[config.mk]
export PLATFORM = sky130hd
export DESIGN_NAME = decode_execute
export DESIGN_NICKNAME = d
export VERILOG_FILES = /design/src/hdl/core_pkg.sv /design/src/hdl/instr_decoder.sv /design/src/hdl/register_file.sv /design/src/hdl/decode_registers.sv /design/src/hdl/alu_unit.sv /design/src/hdl/decode_execute.sv
export VERILOG_INCLUDE_DIRS = /design/src /design/src/hdl
export SDC_FILE = /design/constraint.sdc
export NUM_CORES = 2
export LEC_CHECK = 0
export BUFFER_PORTS_ARGS = -buffer_cell sky130_fd_sc_hd__clkbuf_2
export CORE_MARGIN = 5
export CORE_UTILIZATION = 64
export CTS_CLUSTER_DIAMETER = 60
export CTS_CLUSTER_SIZE = 16
export DETAILED_ROUTE_END_ITERATION = 8
export PLACE_DENSITY = 0.81
export RECOVER_POWER = 25
export SYNTH_ARGS = -nofsm -noshare
export SYNTH_HDL_FRONTEND = slang
export SYNTH_HIERARCHICAL = 1
export SYNTH_SLANG_ARGS = --single-unit
[constraint.sdc]
create_clock -name clk -period 8.88 [get_ports clk]
set_input_delay 1.776 -clock clk [delete_from_list [all_inputs] [get_ports clk]]
set_output_delay 1.776 -clock clk [all_outputs]
set_load 0.01 [all_outputs]
[src/hdl/core_defs.svh]
/*
 * Core-wide widths and latencies for the decode/execute slice.
 * MUL_CYCLES must be 2 or more, because the multiplier counts MUL_CYCLES-1 busy edges.
 */
`ifndef CORE_DEFS_SVH
`define CORE_DEFS_SVH

// Data path and instruction width
`define XLEN 32

// Register index width, 32 architectural registers
`define REG_ADDR_W 5

// Edges from multiply acceptance to registered product
`define MUL_CYCLES 4

// ADDI x0, x0, 0
`define NOP_WORD 32'h0000_0013

`endif

[src/hdl/core_pkg.sv]
/*
 * Types passed between decode and execute.
 * The ALU_PASS encoding is zero, so a cleared control bundle is a bubble.
 */
`include "core_defs.svh"

package core_pkg;

  // ALU operation, 3 bits
  typedef enum logic [2:0] {
    ALU_PASS = 3'd0,
    ALU_ADD  = 3'd1,
    ALU_SUB  = 3'd2,
    ALU_AND  = 3'd3,
    ALU_OR   = 3'd4,
    ALU_MUL  = 3'd5
  } alu_op_e;

  // Decoded control, 9 bits
  typedef struct packed {
    logic    valid;
    alu_op_e alu_op;
    logic    alu_src_imm;
    logic    reg_write;
    logic    mem_read;
    logic    mem_write;
    logic    branch;
  } ctrl_t;

  // Contents of the decode/execute pipeline register
  typedef struct packed {
    ctrl_t                  ctrl;
    logic [`XLEN-1:0]       rs1_data;
    logic [`XLEN-1:0]       rs2_data;
    logic [`XLEN-1:0]       imm;
    logic [`REG_ADDR_W-1:0] rd;
    logic [`XLEN-1:0]       pc;
  } idex_t;

  // Registered execute result
  typedef struct packed {
    logic                   valid;
    logic [`XLEN-1:0]       result;
    logic [`XLEN-1:0]       store_data;
    logic [`REG_ADDR_W-1:0] rd;
    logic                   reg_write;
    logic                   mem_read;
    logic                   mem_write;
    logic                   branch_taken;
    logic [`XLEN-1:0]       branch_target;
  } ex_result_t;

endpackage

[src/hdl/instr_decoder.sv]
/*
 * Decodes ADD, SUB, AND, OR, MUL, ADDI, LW, SW and BEQ.
 * Anything else, the canonical NOP included, gives an all-zero control bundle.
 * ctrl.valid is always zero here; the top level supplies it.
 */
`timescale 1ns/1ps
`include "core_defs.svh"

module instr_decoder (
  input  logic [`XLEN-1:0]       instr,
  output core_pkg::ctrl_t        ctrl,
  output logic [`XLEN-1:0]       imm,
  output logic [`REG_ADDR_W-1:0] rs1,
  output logic [`REG_ADDR_W-1:0] rs2,
  output logic [`REG_ADDR_W-1:0] rd
);

  // Major opcodes in use
  typedef enum logic [6:0] {
    OPC_OP     = 7'b0110011,
    OPC_OP_IMM = 7'b0010011,
    OPC_LOAD   = 7'b0000011,
    OPC_STORE  = 7'b0100011,
    OPC_BRANCH = 7'b1100011
  } opcode_e;

  opcode_e    opcode;
  logic [2:0] funct3;
  logic [6:0] funct7;

  assign opcode = opcode_e'(instr[6:0]);
  assign funct3 = instr[14:12];
  assign funct7 = instr[31:25];

  // Source indices come straight from the fixed fields
  assign rs1 = instr[19:15];
  assign rs2 = instr[24:20];

  // No destination unless the instruction writes back
  assign rd = ctrl.reg_write ? instr[11:7] : '0;

  always_comb
  begin
    ctrl = '0;
    imm  = '0;
    case (opcode)
      OPC_OP:
      begin
        ctrl.reg_write = 1'b1;
        case ({funct7, funct3})
          10'b0000000_000: ctrl.alu_op = core_pkg::ALU_ADD;
          10'b0100000_000: ctrl.alu_op = core_pkg::ALU_SUB;
          10'b0000000_111: ctrl.alu_op = core_pkg::ALU_AND;
          10'b0000000_110: ctrl.alu_op = core_pkg::ALU_OR;
          10'b0000001_000: ctrl.alu_op = core_pkg::ALU_MUL;
          default:         ctrl.reg_write = 1'b0;
        endcase
      end
      OPC_OP_IMM:
        // ADDI only; the canonical NOP stays a bubble
        if (funct3 == 3'b000 && instr != `NOP_WORD)
        begin
          ctrl.alu_op      = core_pkg::ALU_ADD;
          ctrl.alu_src_imm = 1'b1;
          ctrl.reg_write   = 1'b1;
          imm              = {{20{instr[31]}}, instr[31:20]};
        end
      OPC_LOAD:
        if (funct3 == 3'b010)
        begin
          // LW, address is rs1 + I immediate
          ctrl.alu_op      = core_pkg::ALU_ADD;
          ctrl.alu_src_imm = 1'b1;
          ctrl.reg_write   = 1'b1;
          ctrl.mem_read    = 1'b1;
          imm              = {{20{instr[31]}}, instr[31:20]};
        end
      OPC_STORE:
        if (funct3 == 3'b010)
        begin
          // SW, S immediate is split across two fields
          ctrl.alu_op      = core_pkg::ALU_ADD;
          ctrl.alu_src_imm = 1'b1;
          ctrl.mem_write   = 1'b1;
          imm              = {{20{instr[31]}}, instr[31:25], instr[11:7]};
        end
      OPC_BRANCH:
        if (funct3 == 3'b000)
        begin
          // BEQ, B immediate is always even
          ctrl.alu_op = core_pkg::ALU_SUB;
          ctrl.branch = 1'b1;
          imm = {{19{instr[31]}}, instr[31], instr[7], instr[30:25], instr[11:8], 1'b0};
        end
      default:
        ctrl = '0;
    endcase
  end

endmodule

[src/hdl/register_file.sv]
/*
 * 32 x XLEN register file, two combinational reads and one write.
 * Writes land at the clock edge with no bypass to the read ports.
 */
`timescale 1ns/1ps
`include "core_defs.svh"

module register_file (
  input  logic                   clk,
  input  logic                   rst_n,
  input  logic [`REG_ADDR_W-1:0] rs1,
  input  logic [`REG_ADDR_W-1:0] rs2,
  output logic [`XLEN-1:0]       rs1_data,
  output logic [`XLEN-1:0]       rs2_data,
  input  logic                   wb_en,
  input  logic [`REG_ADDR_W-1:0] wb_rd,
  input  logic [`XLEN-1:0]       wb_data
);

  localparam int NUM_REGS = 2 ** `REG_ADDR_W;

  logic [`XLEN-1:0] regs [NUM_REGS];

  // Whole file clears on reset
  always_ff @(posedge clk or negedge rst_n)
  begin
    if (!rst_n)
      regs <= '{default: '0};
    else if (wb_en && wb_rd != '0)
      // x0 never gets written, so it keeps reading zero
      regs[wb_rd] <= wb_data;
  end

  // Asynchronous read ports
  assign rs1_data = regs[rs1];
  assign rs2_data = regs[rs2];

endmodule

[src/hdl/decode_registers.sv]
/*
 * Decode/execute pipeline register.
 * flush wins over stall and loads a bubble; stall holds the current entry.
 */
`timescale 1ns/1ps
`include "core_defs.svh"

module decode_registers (
  input  logic            clk,
  input  logic            rst_n,
  input  core_pkg::idex_t idex_in,
  input  logic            stall,
  input  logic            flush,
  output core_pkg::idex_t idex_out
);

  core_pkg::ctrl_t        ctrl_q;
  logic [`XLEN-1:0]       rs1_q;
  logic [`XLEN-1:0]       rs2_q;
  logic [`XLEN-1:0]       imm_q;
  logic [`REG_ADDR_W-1:0] rd_q;
  logic [`XLEN-1:0]       pc_q;

  // Control bits, bubble clears valid, write enable, branch and memory strobes
  always_ff @(posedge clk or negedge rst_n)
  begin
    if (!rst_n)
      ctrl_q <= '0;
    else if (flush)
      ctrl_q <= '0;
    else if (!stall)
      ctrl_q <= idex_in.ctrl;
  end

  // Operand payload
  always_ff @(posedge clk)
  begin
    if (flush)
    begin
      rs1_q <= '0;
      rs2_q <= '0;
      rd_q  <= '0;
    end
    else if (!stall)
    begin
      rs1_q <= idex_in.rs1_data;
      rs2_q <= idex_in.rs2_data;
      imm_q <= idex_in.imm;
      rd_q  <= idex_in.rd;
      pc_q  <= idex_in.pc;
    end
  end

  assign idex_out = '{
    ctrl:     ctrl_q,
    rs1_data: rs1_q,
    rs2_data: rs2_q,
    imm:      imm_q,
    rd:       rd_q,
    pc:       pc_q
  };

endmodule

[src/hdl/alu_unit.sv]
/*
 * Execute stage with a registered result, one cycle for all ops but MUL.
 * MUL holds stall high for MUL_CYCLES-1 edges and returns the low XLEN bits.
 * Entries with no write-back, memory or branch effect give no result.
 */
`timescale 1ns/1ps
`include "core_defs.svh"

module alu_unit (
  input  logic                 clk,
  input  logic                 rst_n,
  input  core_pkg::idex_t      idex,
  output logic                 stall,
  output core_pkg::ex_result_t ex_out
);

  localparam int CNT_W = $clog2(`MUL_CYCLES);

  logic [`XLEN-1:0]       op_b;
  logic [`XLEN-1:0]       alu_res;
  logic [2*`XLEN-1:0]     product;
  logic [`XLEN-1:0]       mul_a;
  logic [`XLEN-1:0]       mul_b;
  logic [`REG_ADDR_W-1:0] mul_rd;
  logic [CNT_W-1:0]       mul_cnt;
  logic                   active;
  logic                   accept;
  logic                   is_mul;

  // Second operand, immediate or rs2
  assign op_b = idex.ctrl.alu_src_imm ? idex.imm : idex.rs2_data;

  // Bubbles and zero bundles have no visible effect
  assign active = idex.ctrl.valid & (idex.ctrl.reg_write | idex.ctrl.mem_read |
                                     idex.ctrl.mem_write | idex.ctrl.branch);
  assign accept = active & ~stall;
  assign is_mul = idex.ctrl.alu_op == core_pkg::ALU_MUL;

  // Multiplier works from latched operands over several cycles
  assign product = mul_a * mul_b;

  always_comb
  begin
    case (idex.ctrl.alu_op)
      core_pkg::ALU_ADD: alu_res = idex.rs1_data + op_b;
      core_pkg::ALU_SUB: alu_res = idex.rs1_data - op_b;
      core_pkg::ALU_AND: alu_res = idex.rs1_data & op_b;
      core_pkg::ALU_OR:  alu_res = idex.rs1_data | op_b;
      default:           alu_res = op_b;
    endcase
  end

  // Operand capture when a MUL is accepted
  always_ff @(posedge clk)
  begin
    if (accept && is_mul)
    begin
      mul_a  <= idex.rs1_data;
      mul_b  <= op_b;
      mul_rd <= idex.rd;
    end
  end

  always_ff @(posedge clk or negedge rst_n)
  begin
    if (!rst_n)
    begin
      stall   <= 1'b0;
      mul_cnt <= '0;
      ex_out  <= '0;
    end
    else
    begin
      // Strobes pulse for a single cycle
      ex_out.valid        <= 1'b0;
      ex_out.reg_write    <= 1'b0;
      ex_out.mem_read     <= 1'b0;
      ex_out.mem_write    <= 1'b0;
      ex_out.branch_taken <= 1'b0;
      if (stall)
      begin
        if (mul_cnt == CNT_W'(1))
        begin
          // Product done, release stall with the result
          stall             <= 1'b0;
          ex_out.valid      <= 1'b1;
          ex_out.result     <= product[`XLEN-1:0];
          ex_out.store_data <= mul_b;
          ex_out.rd         <= mul_rd;
          ex_out.reg_write  <= 1'b1;
        end
        else
          mul_cnt <= mul_cnt - 1'b1;
      end
      else if (accept && is_mul)
      begin
        stall   <= 1'b1;
        mul_cnt <= CNT_W'(`MUL_CYCLES - 1);
      end
      else if (accept)
      begin
        ex_out.valid         <= 1'b1;
        // Also the LW/SW address
        ex_out.result        <= alu_res;
        ex_out.store_data    <= idex.rs2_data;
        ex_out.rd            <= idex.rd;
        ex_out.reg_write     <= idex.ctrl.reg_write;
        ex_out.mem_read      <= idex.ctrl.mem_read;
        ex_out.mem_write     <= idex.ctrl.mem_write;
        ex_out.branch_taken  <= idex.ctrl.branch & (idex.rs1_data == idex.rs2_data);
        ex_out.branch_target <= idex.pc + idex.imm;
      end
    end
  end

endmodule

[src/hdl/decode_execute.sv]
/*
 * Decode and execute slice of a small in-order core.
 * No forwarding or hazard checks; instr is ignored while stall is high.
 */
`timescale 1ns/1ps
`include "core_defs.svh"

module decode_execute (
  input  logic                   clk,
  input  logic                   rst_n,
  input  logic [`XLEN-1:0]       instr,
  input  logic [`XLEN-1:0]       pc,
  input  logic                   instr_valid,
  input  logic                   flush,
  input  logic                   wb_en,
  input  logic [`REG_ADDR_W-1:0] wb_rd,
  input  logic [`XLEN-1:0]       wb_data,
  output core_pkg::ex_result_t   ex_out,
  output logic                   stall
);

  core_pkg::ctrl_t        dec_ctrl;
  logic [`XLEN-1:0]       dec_imm;
  logic [`REG_ADDR_W-1:0] dec_rs1;
  logic [`REG_ADDR_W-1:0] dec_rs2;
  logic [`REG_ADDR_W-1:0] dec_rd;
  logic [`XLEN-1:0]       rs1_data;
  logic [`XLEN-1:0]       rs2_data;
  core_pkg::idex_t        idex_in;
  core_pkg::idex_t        idex_q;

  instr_decoder u_instr_decoder (
    .instr (instr),
    .ctrl  (dec_ctrl),
    .imm   (dec_imm),
    .rs1   (dec_rs1),
    .rs2   (dec_rs2),
    .rd    (dec_rd)
  );

  register_file u_register_file (
    .clk      (clk),
    .rst_n    (rst_n),
    .rs1      (dec_rs1),
    .rs2      (dec_rs2),
    .rs1_data (rs1_data),
    .rs2_data (rs2_data),
    .wb_en    (wb_en),
    .wb_rd    (wb_rd),
    .wb_data  (wb_data)
  );

  // Decoded bundle, valid taken from the fetch strobe
  assign idex_in = '{
    ctrl: '{
      valid:       instr_valid,
      alu_op:      dec_ctrl.alu_op,
      alu_src_imm: dec_ctrl.alu_src_imm,
      reg_write:   dec_ctrl.reg_write,
      mem_read:    dec_ctrl.mem_read,
      mem_write:   dec_ctrl.mem_write,
      branch:      dec_ctrl.branch
    },
    rs1_data: rs1_data,
    rs2_data: rs2_data,
    imm:      dec_imm,
    rd:       dec_rd,
    pc:       pc
  };

  decode_registers u_decode_registers (
    .clk      (clk),
    .rst_n    (rst_n),
    .idex_in  (idex_in),
    .stall    (stall),
    .flush    (flush),
    .idex_out (idex_q)
  );

  alu_unit u_alu_unit (
    .clk    (clk),
    .rst_n  (rst_n),
    .idex   (idex_q),
    .stall  (stall),
    .ex_out (ex_out)
  );

endmodule

* Word-level counts from Yosys, hierarchy flattened
Index checks and enable logic that the tools add are counted.
** Storage, ports and cells
- Word-level logic and storage cells :: 161
- Bits in registers :: 1344
- Output and inout port bits :: 107
- Input bits :: 106
** Cells by class
- Equality and inequality tests :: 22
- Add/subtract/negate cells :: 4
- Muxes and demuxes :: 44
- $lt $le $gt $ge :: 4
- Bitwise gates (word level) :: 14
- Reduce and logical (&&, ||, !) cells :: 14
- Multipliers :: 1
** Operators with widths (number)
- $bwmux 1024 :: 1
- $bmux 32 s5 :: 2
- $mux 32 :: 10
- $pmux 32 s4 :: 2
- $mux 106 :: 2
- $demux 32 s5 :: 1
- $mux 71 :: 2
- $add 32x32->32 :: 2
- $mux 35 :: 1
- $and 32x32->32 :: 1
- $eq 32x32->1 :: 1
- $mul 32x32->32 :: 1
- $ne 32x5->1 const B :: 1
- $or 32x32->32 :: 1
- $sub 32x32->32 :: 1
- $pmux 3 s5 :: 2
- $eq 10x3->1 const B :: 2
- $ge 6x6->1 const B :: 3
- $mux 9 :: 2
- $not 5->6 :: 3
- $eq 7x6->1 const B :: 2
- $eq 10x4->1 const B :: 1
- $eq 10x9->1 const B :: 1
- $logic_not 10->1 :: 1
- other kinds (27) :: 57

* Longest topological paths before layout
- Word-level depth :: 8
- Gate-level depth with buffers :: 27
- Depth with buffers taken out :: 25

* Hierarchy
The synthesis kept the hierarchy.
** Modules (own cells, without submodules)
- register_file :: cells an instance 4601, instances 1, sequential area each 25624.6 µm², area an instance 55942.4 µm²
- alu_unit :: cells an instance 3107, instances 1, sequential area each 4799.6 µm², area an instance 27999.4 µm²
- decode_registers :: cells an instance 317, instances 1, sequential area each 3528.4 µm², area an instance 4722.0 µm²
- instr_decoder :: cells an instance 111, instances 1, sequential area each 0.0 µm², area an instance 748.2 µm²

* Worst setup path before layout
No wires, ideal clock.
- Path type :: register -> register
- Start point :: reg u_alu_unit.mul_b[3]
- End point :: reg u_alu_unit/ex_out[100] (netlist name)
- Path slack :: 2108 ps
- Setup time :: 137 ps
- Arrival time :: 6635 ps
- Data required time :: 8743 ps
- Clock period less this slack :: 6772 ps
- Buffers on the path :: 2
- Stages on the path, launching flop included :: 24
- Path through :: edfxtp_1 clkbuf_1 clkbuf_1 and2_1 fa_1 inv_1 fa_1 fa_1 fa_1 inv_1 fa_1 fa_1 fa_1 fa_1 ha_1 and2_1 a311o_1 a21oi_1 nand4_1 nand2_1 o21ai_0 xor2_1 a222oi_1 o31ai_1
** Between the ends
- Longest elaborated chain between the ends :: 3
** RTL lines
- from (decl) :: RTL line alu_unit.sv:23 : logic [`XLEN-1:0] mul_b;
- from (signal assigned) :: RTL line alu_unit.sv:59 : mul_b <= op_b;
- $mul 32x32->32 :: RTL line alu_unit.sv:40 : assign product = mul_a * mul_b;
- $mux 71 :: RTL line alu_unit.sv:82 : if (mul_cnt == CNT_W'(1))
- $mux 71 :: RTL line alu_unit.sv:80 : if (stall)
Every way passes these cells. The select of a mux whose other input is x is not followed.
A chain may end at the register's enable or synchronous reset.

* Worst setup path in the final report
- Start point :: reg u_decode_registers.ctrl_q (netlist bit u_decode_registers/idex_out[137])
- End point :: reg u_alu_unit/ex_out[102] (netlist name)
** Between the ends
- Longest elaborated chain between the ends :: 6
- Elaborated cells on any way between the ends :: 9
- Classes of those cells :: 2 x add/sub; 5 x mux; 2 x bitwise
** RTL lines
- from (decl) :: RTL line decode_registers.sv:17 : core_pkg::ctrl_t ctrl_q;
- from (signal assigned) :: RTL line decode_registers.sv:32 : ctrl_q <= idex_in.ctrl;
- $mux 32 * :: RTL line alu_unit.sv:31 : assign op_b = idex.ctrl.alu_src_imm ? idex.imm : idex.rs2_data;
- $sub 32x32->32 (tied with other cells) :: RTL line alu_unit.sv:46 : core_pkg::ALU_SUB: alu_res = idex.rs1_data - op_b;
- $pmux 32 s4 * :: RTL line alu_unit.sv:44 : case (idex.ctrl.alu_op)
- $mux 106 * :: RTL line alu_unit.sv:100 : else if (accept)
- $mux 106 * :: RTL line alu_unit.sv:95 : else if (accept && is_mul)
- $mux 71 * :: RTL line alu_unit.sv:80
Mark *: on every way between the ends. The rest lies on a longest branch, timed or not. The select of a mux whose other input is x is not followed.

==> impl_metrics.yaml <==
sta:
  fin_skew_ns: 0.07074
  finalCriticalPeriod_ns: 7.937
  finalMaxSlewViolations: 624
  fmax_ghz: 0.1260
  relSlewSlack_pct: -222.5
  setup_tns_ns: 0
  fin_crit_sh_pct: 89.38
  hold_viol: 0
  grt_setup_unrepaired: "false"
  setup_violations: 0
  tightest_slew_ns: 4.838
clock_network:
  clkSinkCount: 1344
  path_clk_slew_ns: 0.07
  htree_levels: 3
  cts_setup_buffers: 0
  ctsHoldBuffers: 0
  cts_tree: "yes"
  clock_latency_ns: 0.77
  cts_resized: 0
  numCtsBuffers: 107
  cts_root_buf: "clkbuf_16"
  clockBufferDepth: 3
synth:
  syn_nets: 8839
  yosysWarnings: 6
  syn-instance-count: 8134
  syn_avg_cell_area_um2: 10.99
  syn-cell-area_um2: 89400
power_and_ir_drop:
  cellPowerDensity_nw_per_um2: 171.0
  leakage_uw: 0.04409
  ir_worst_vdd_mv: 0.1806
run:
  timing.max_cap.violations: 11
min_path:
  holdPathStages: 0
  hold_class: "register to register"
worst_setup_path:
  cp_data_required_time_ns: 9.52
  end_kind: "register"
  crit_fanout: 42
  startpoint_type: "register"
  worstPathArrival_ns: 8.58
  r2r_cells: 16
  path_class: "register to register"
cells_and_area:
  post-route-util_pct: 67.62
  finish.net_count: 8609
  layout-drive-gt1-share_pct: 18.96
  synthToLayoutAreaGrowth_pct: 5.272
routing:
  num_vias: 66920
  wl_per_cell_um: 28.72
  drt_iter0_markers: 7760
  drc: 1
  firstDrtPassIters: 9
  wl_um: 283500
  drtAntennaViolNets: 0
  vias_per_cell: 6.778
placement:
  portBuffers: 212
  gp_congestion: 0.9840
  dp_hpwl_um: 179500
global_route:
  grt_usage_pct: 37.82
  grt_pass1_wl_um: 423800
  grt_max_degree: 171
  gr-total-overflow: 0
  antenna_found_initial: 13
  grt_pass1_vias: 68350
floorplan:
  start_util_pct: 64.23
  die_h_um: 383.8
  row_count: 137
  core-area_um2: 139200
  pin_count: 213
  die_w_um: 383.8
  die_area_um2: 147300
run_status:
  status: "finished with violations"
  violations: "DRC, capacitance limit, slew limit"
==> path summary, 6_finish.rpt <==
path,startpoint,endpoint,slack (ns)
max,u_decode_registers/idex_out[137],u_alu_unit/ex_out[102],0.94
min,u_register_file/regs[1012],u_register_file/regs[1012],0.40
max reg2reg,u_decode_registers/idex_out[137],u_alu_unit/ex_out[102],0.94
min reg2reg,u_register_file/regs[1012],u_register_file/regs[1012],0.40
max in group asynchronous,rst_n,u_register_file/regs[774],1.53
min in group asynchronous,rst_n,u_alu_unit/ex_out[61],2.77
==> area by class of cell <==
class / instances / area [um^2]
sequential: 1344 / 33960
timing repair buffer: 348 / 2205
antenna: 12 / 30.03
clock buffer: 151 / 2967
clock inverter: 38 / 470.5
tap: 1876 / 2347
inverter: 432 / 1622
fill: 10390 / 45070
multi-input combinational: 5671 / 50510
==> metal layers <==
layer	vias to the layer above	wire length, um	global-route usage [%]
met5	-	50	0
met4	8	24540	26.84
met3	1199	27140	8.019
met2	3950	128000	58.69
met1	33720	103800	47.38
li1	28040	-	-
==> state kept, by name, indices dropped and copies added (netlist names) <==
signal	cells
u_alu_unit/mul_rd	5
u_decode_registers/imm_q	32
u_alu_unit/mul_b	32
u_decode_registers/idex_out	9
u_alu_unit/mul_cnt	2
u_decode_registers/rs2_q	32
u_decode_registers/rs1_q	32
u_alu_unit/mul_a	32
u_decode_registers/pc_q	32
u_register_file/regs	1024
u_alu_unit/stall	1
u_alu_unit/ex_out	106
u_decode_registers/rd_q	5
==> power by group <==
group | internal (uW) | switching, uW | total [uW]
Sequential | 7140 | 790 | 7930
Combinational | 1580 | 1720 | 3300
Clock | 2460 | 2400 | 4860
Total | 11200 | 4910 | 16100
==> placed cells by master (no fill, tap or decap), drive strengths merged, types with 69 or more instances in the layout <==
cell type	n
buf	113
nor3	99
a31oi	89
clkbuf	386
edfxtp	133
ha	189
mux2i	1131
mux2	1007
and2	292
xnor2	129
nor2	195
fa	410
nand2	649
o21ai	123
a22o	132
dfrtp	1142
a21oi	321
nand3	225
dfxtp	69
a22oi	246
inv	446
==> per-stage QoR <==
step / worst slack, ns / area [um^2] / hold slack, ns / total power (uW) / cells
global route: 0.6232 / 94100 / 0.4169 / 16710 / 9865
CTS: 1.339 / 94220 / 0.4060 / 16030 / 9860
finish: 0.9434 / 94110 / 0.4047 / 16100 / 9872
detailed placement: 1.308 / 90790 / 0.3881 / 11230 / 9671
global placement: 1.398 / 90790 / 0.3835 / 11010 / 9671
floorplan: 2.108 / 89400 / 0.4303 / 10180 / 8134
==> critical path, stage by stage, from the launching register on <==
cell	delay [ns]
dfrtp_2	0.36
clkbuf_1	2.22
a21oi_1	0.53
or4_4	0.74
nor4_2	0.90
a21oi_1	0.19
xnor2_1	0.19
ha_1	0.53
nand4_1	0.19
a211oi_1	0.31
o211ai_1	0.25
nand3_1	0.33
a221o_1	0.22
nand2_1	0.07
a21boi_0	0.34
mux2i_1	0.17
a211o_1	0.24
Note: power is estimated with default switching activity, not from simulation.
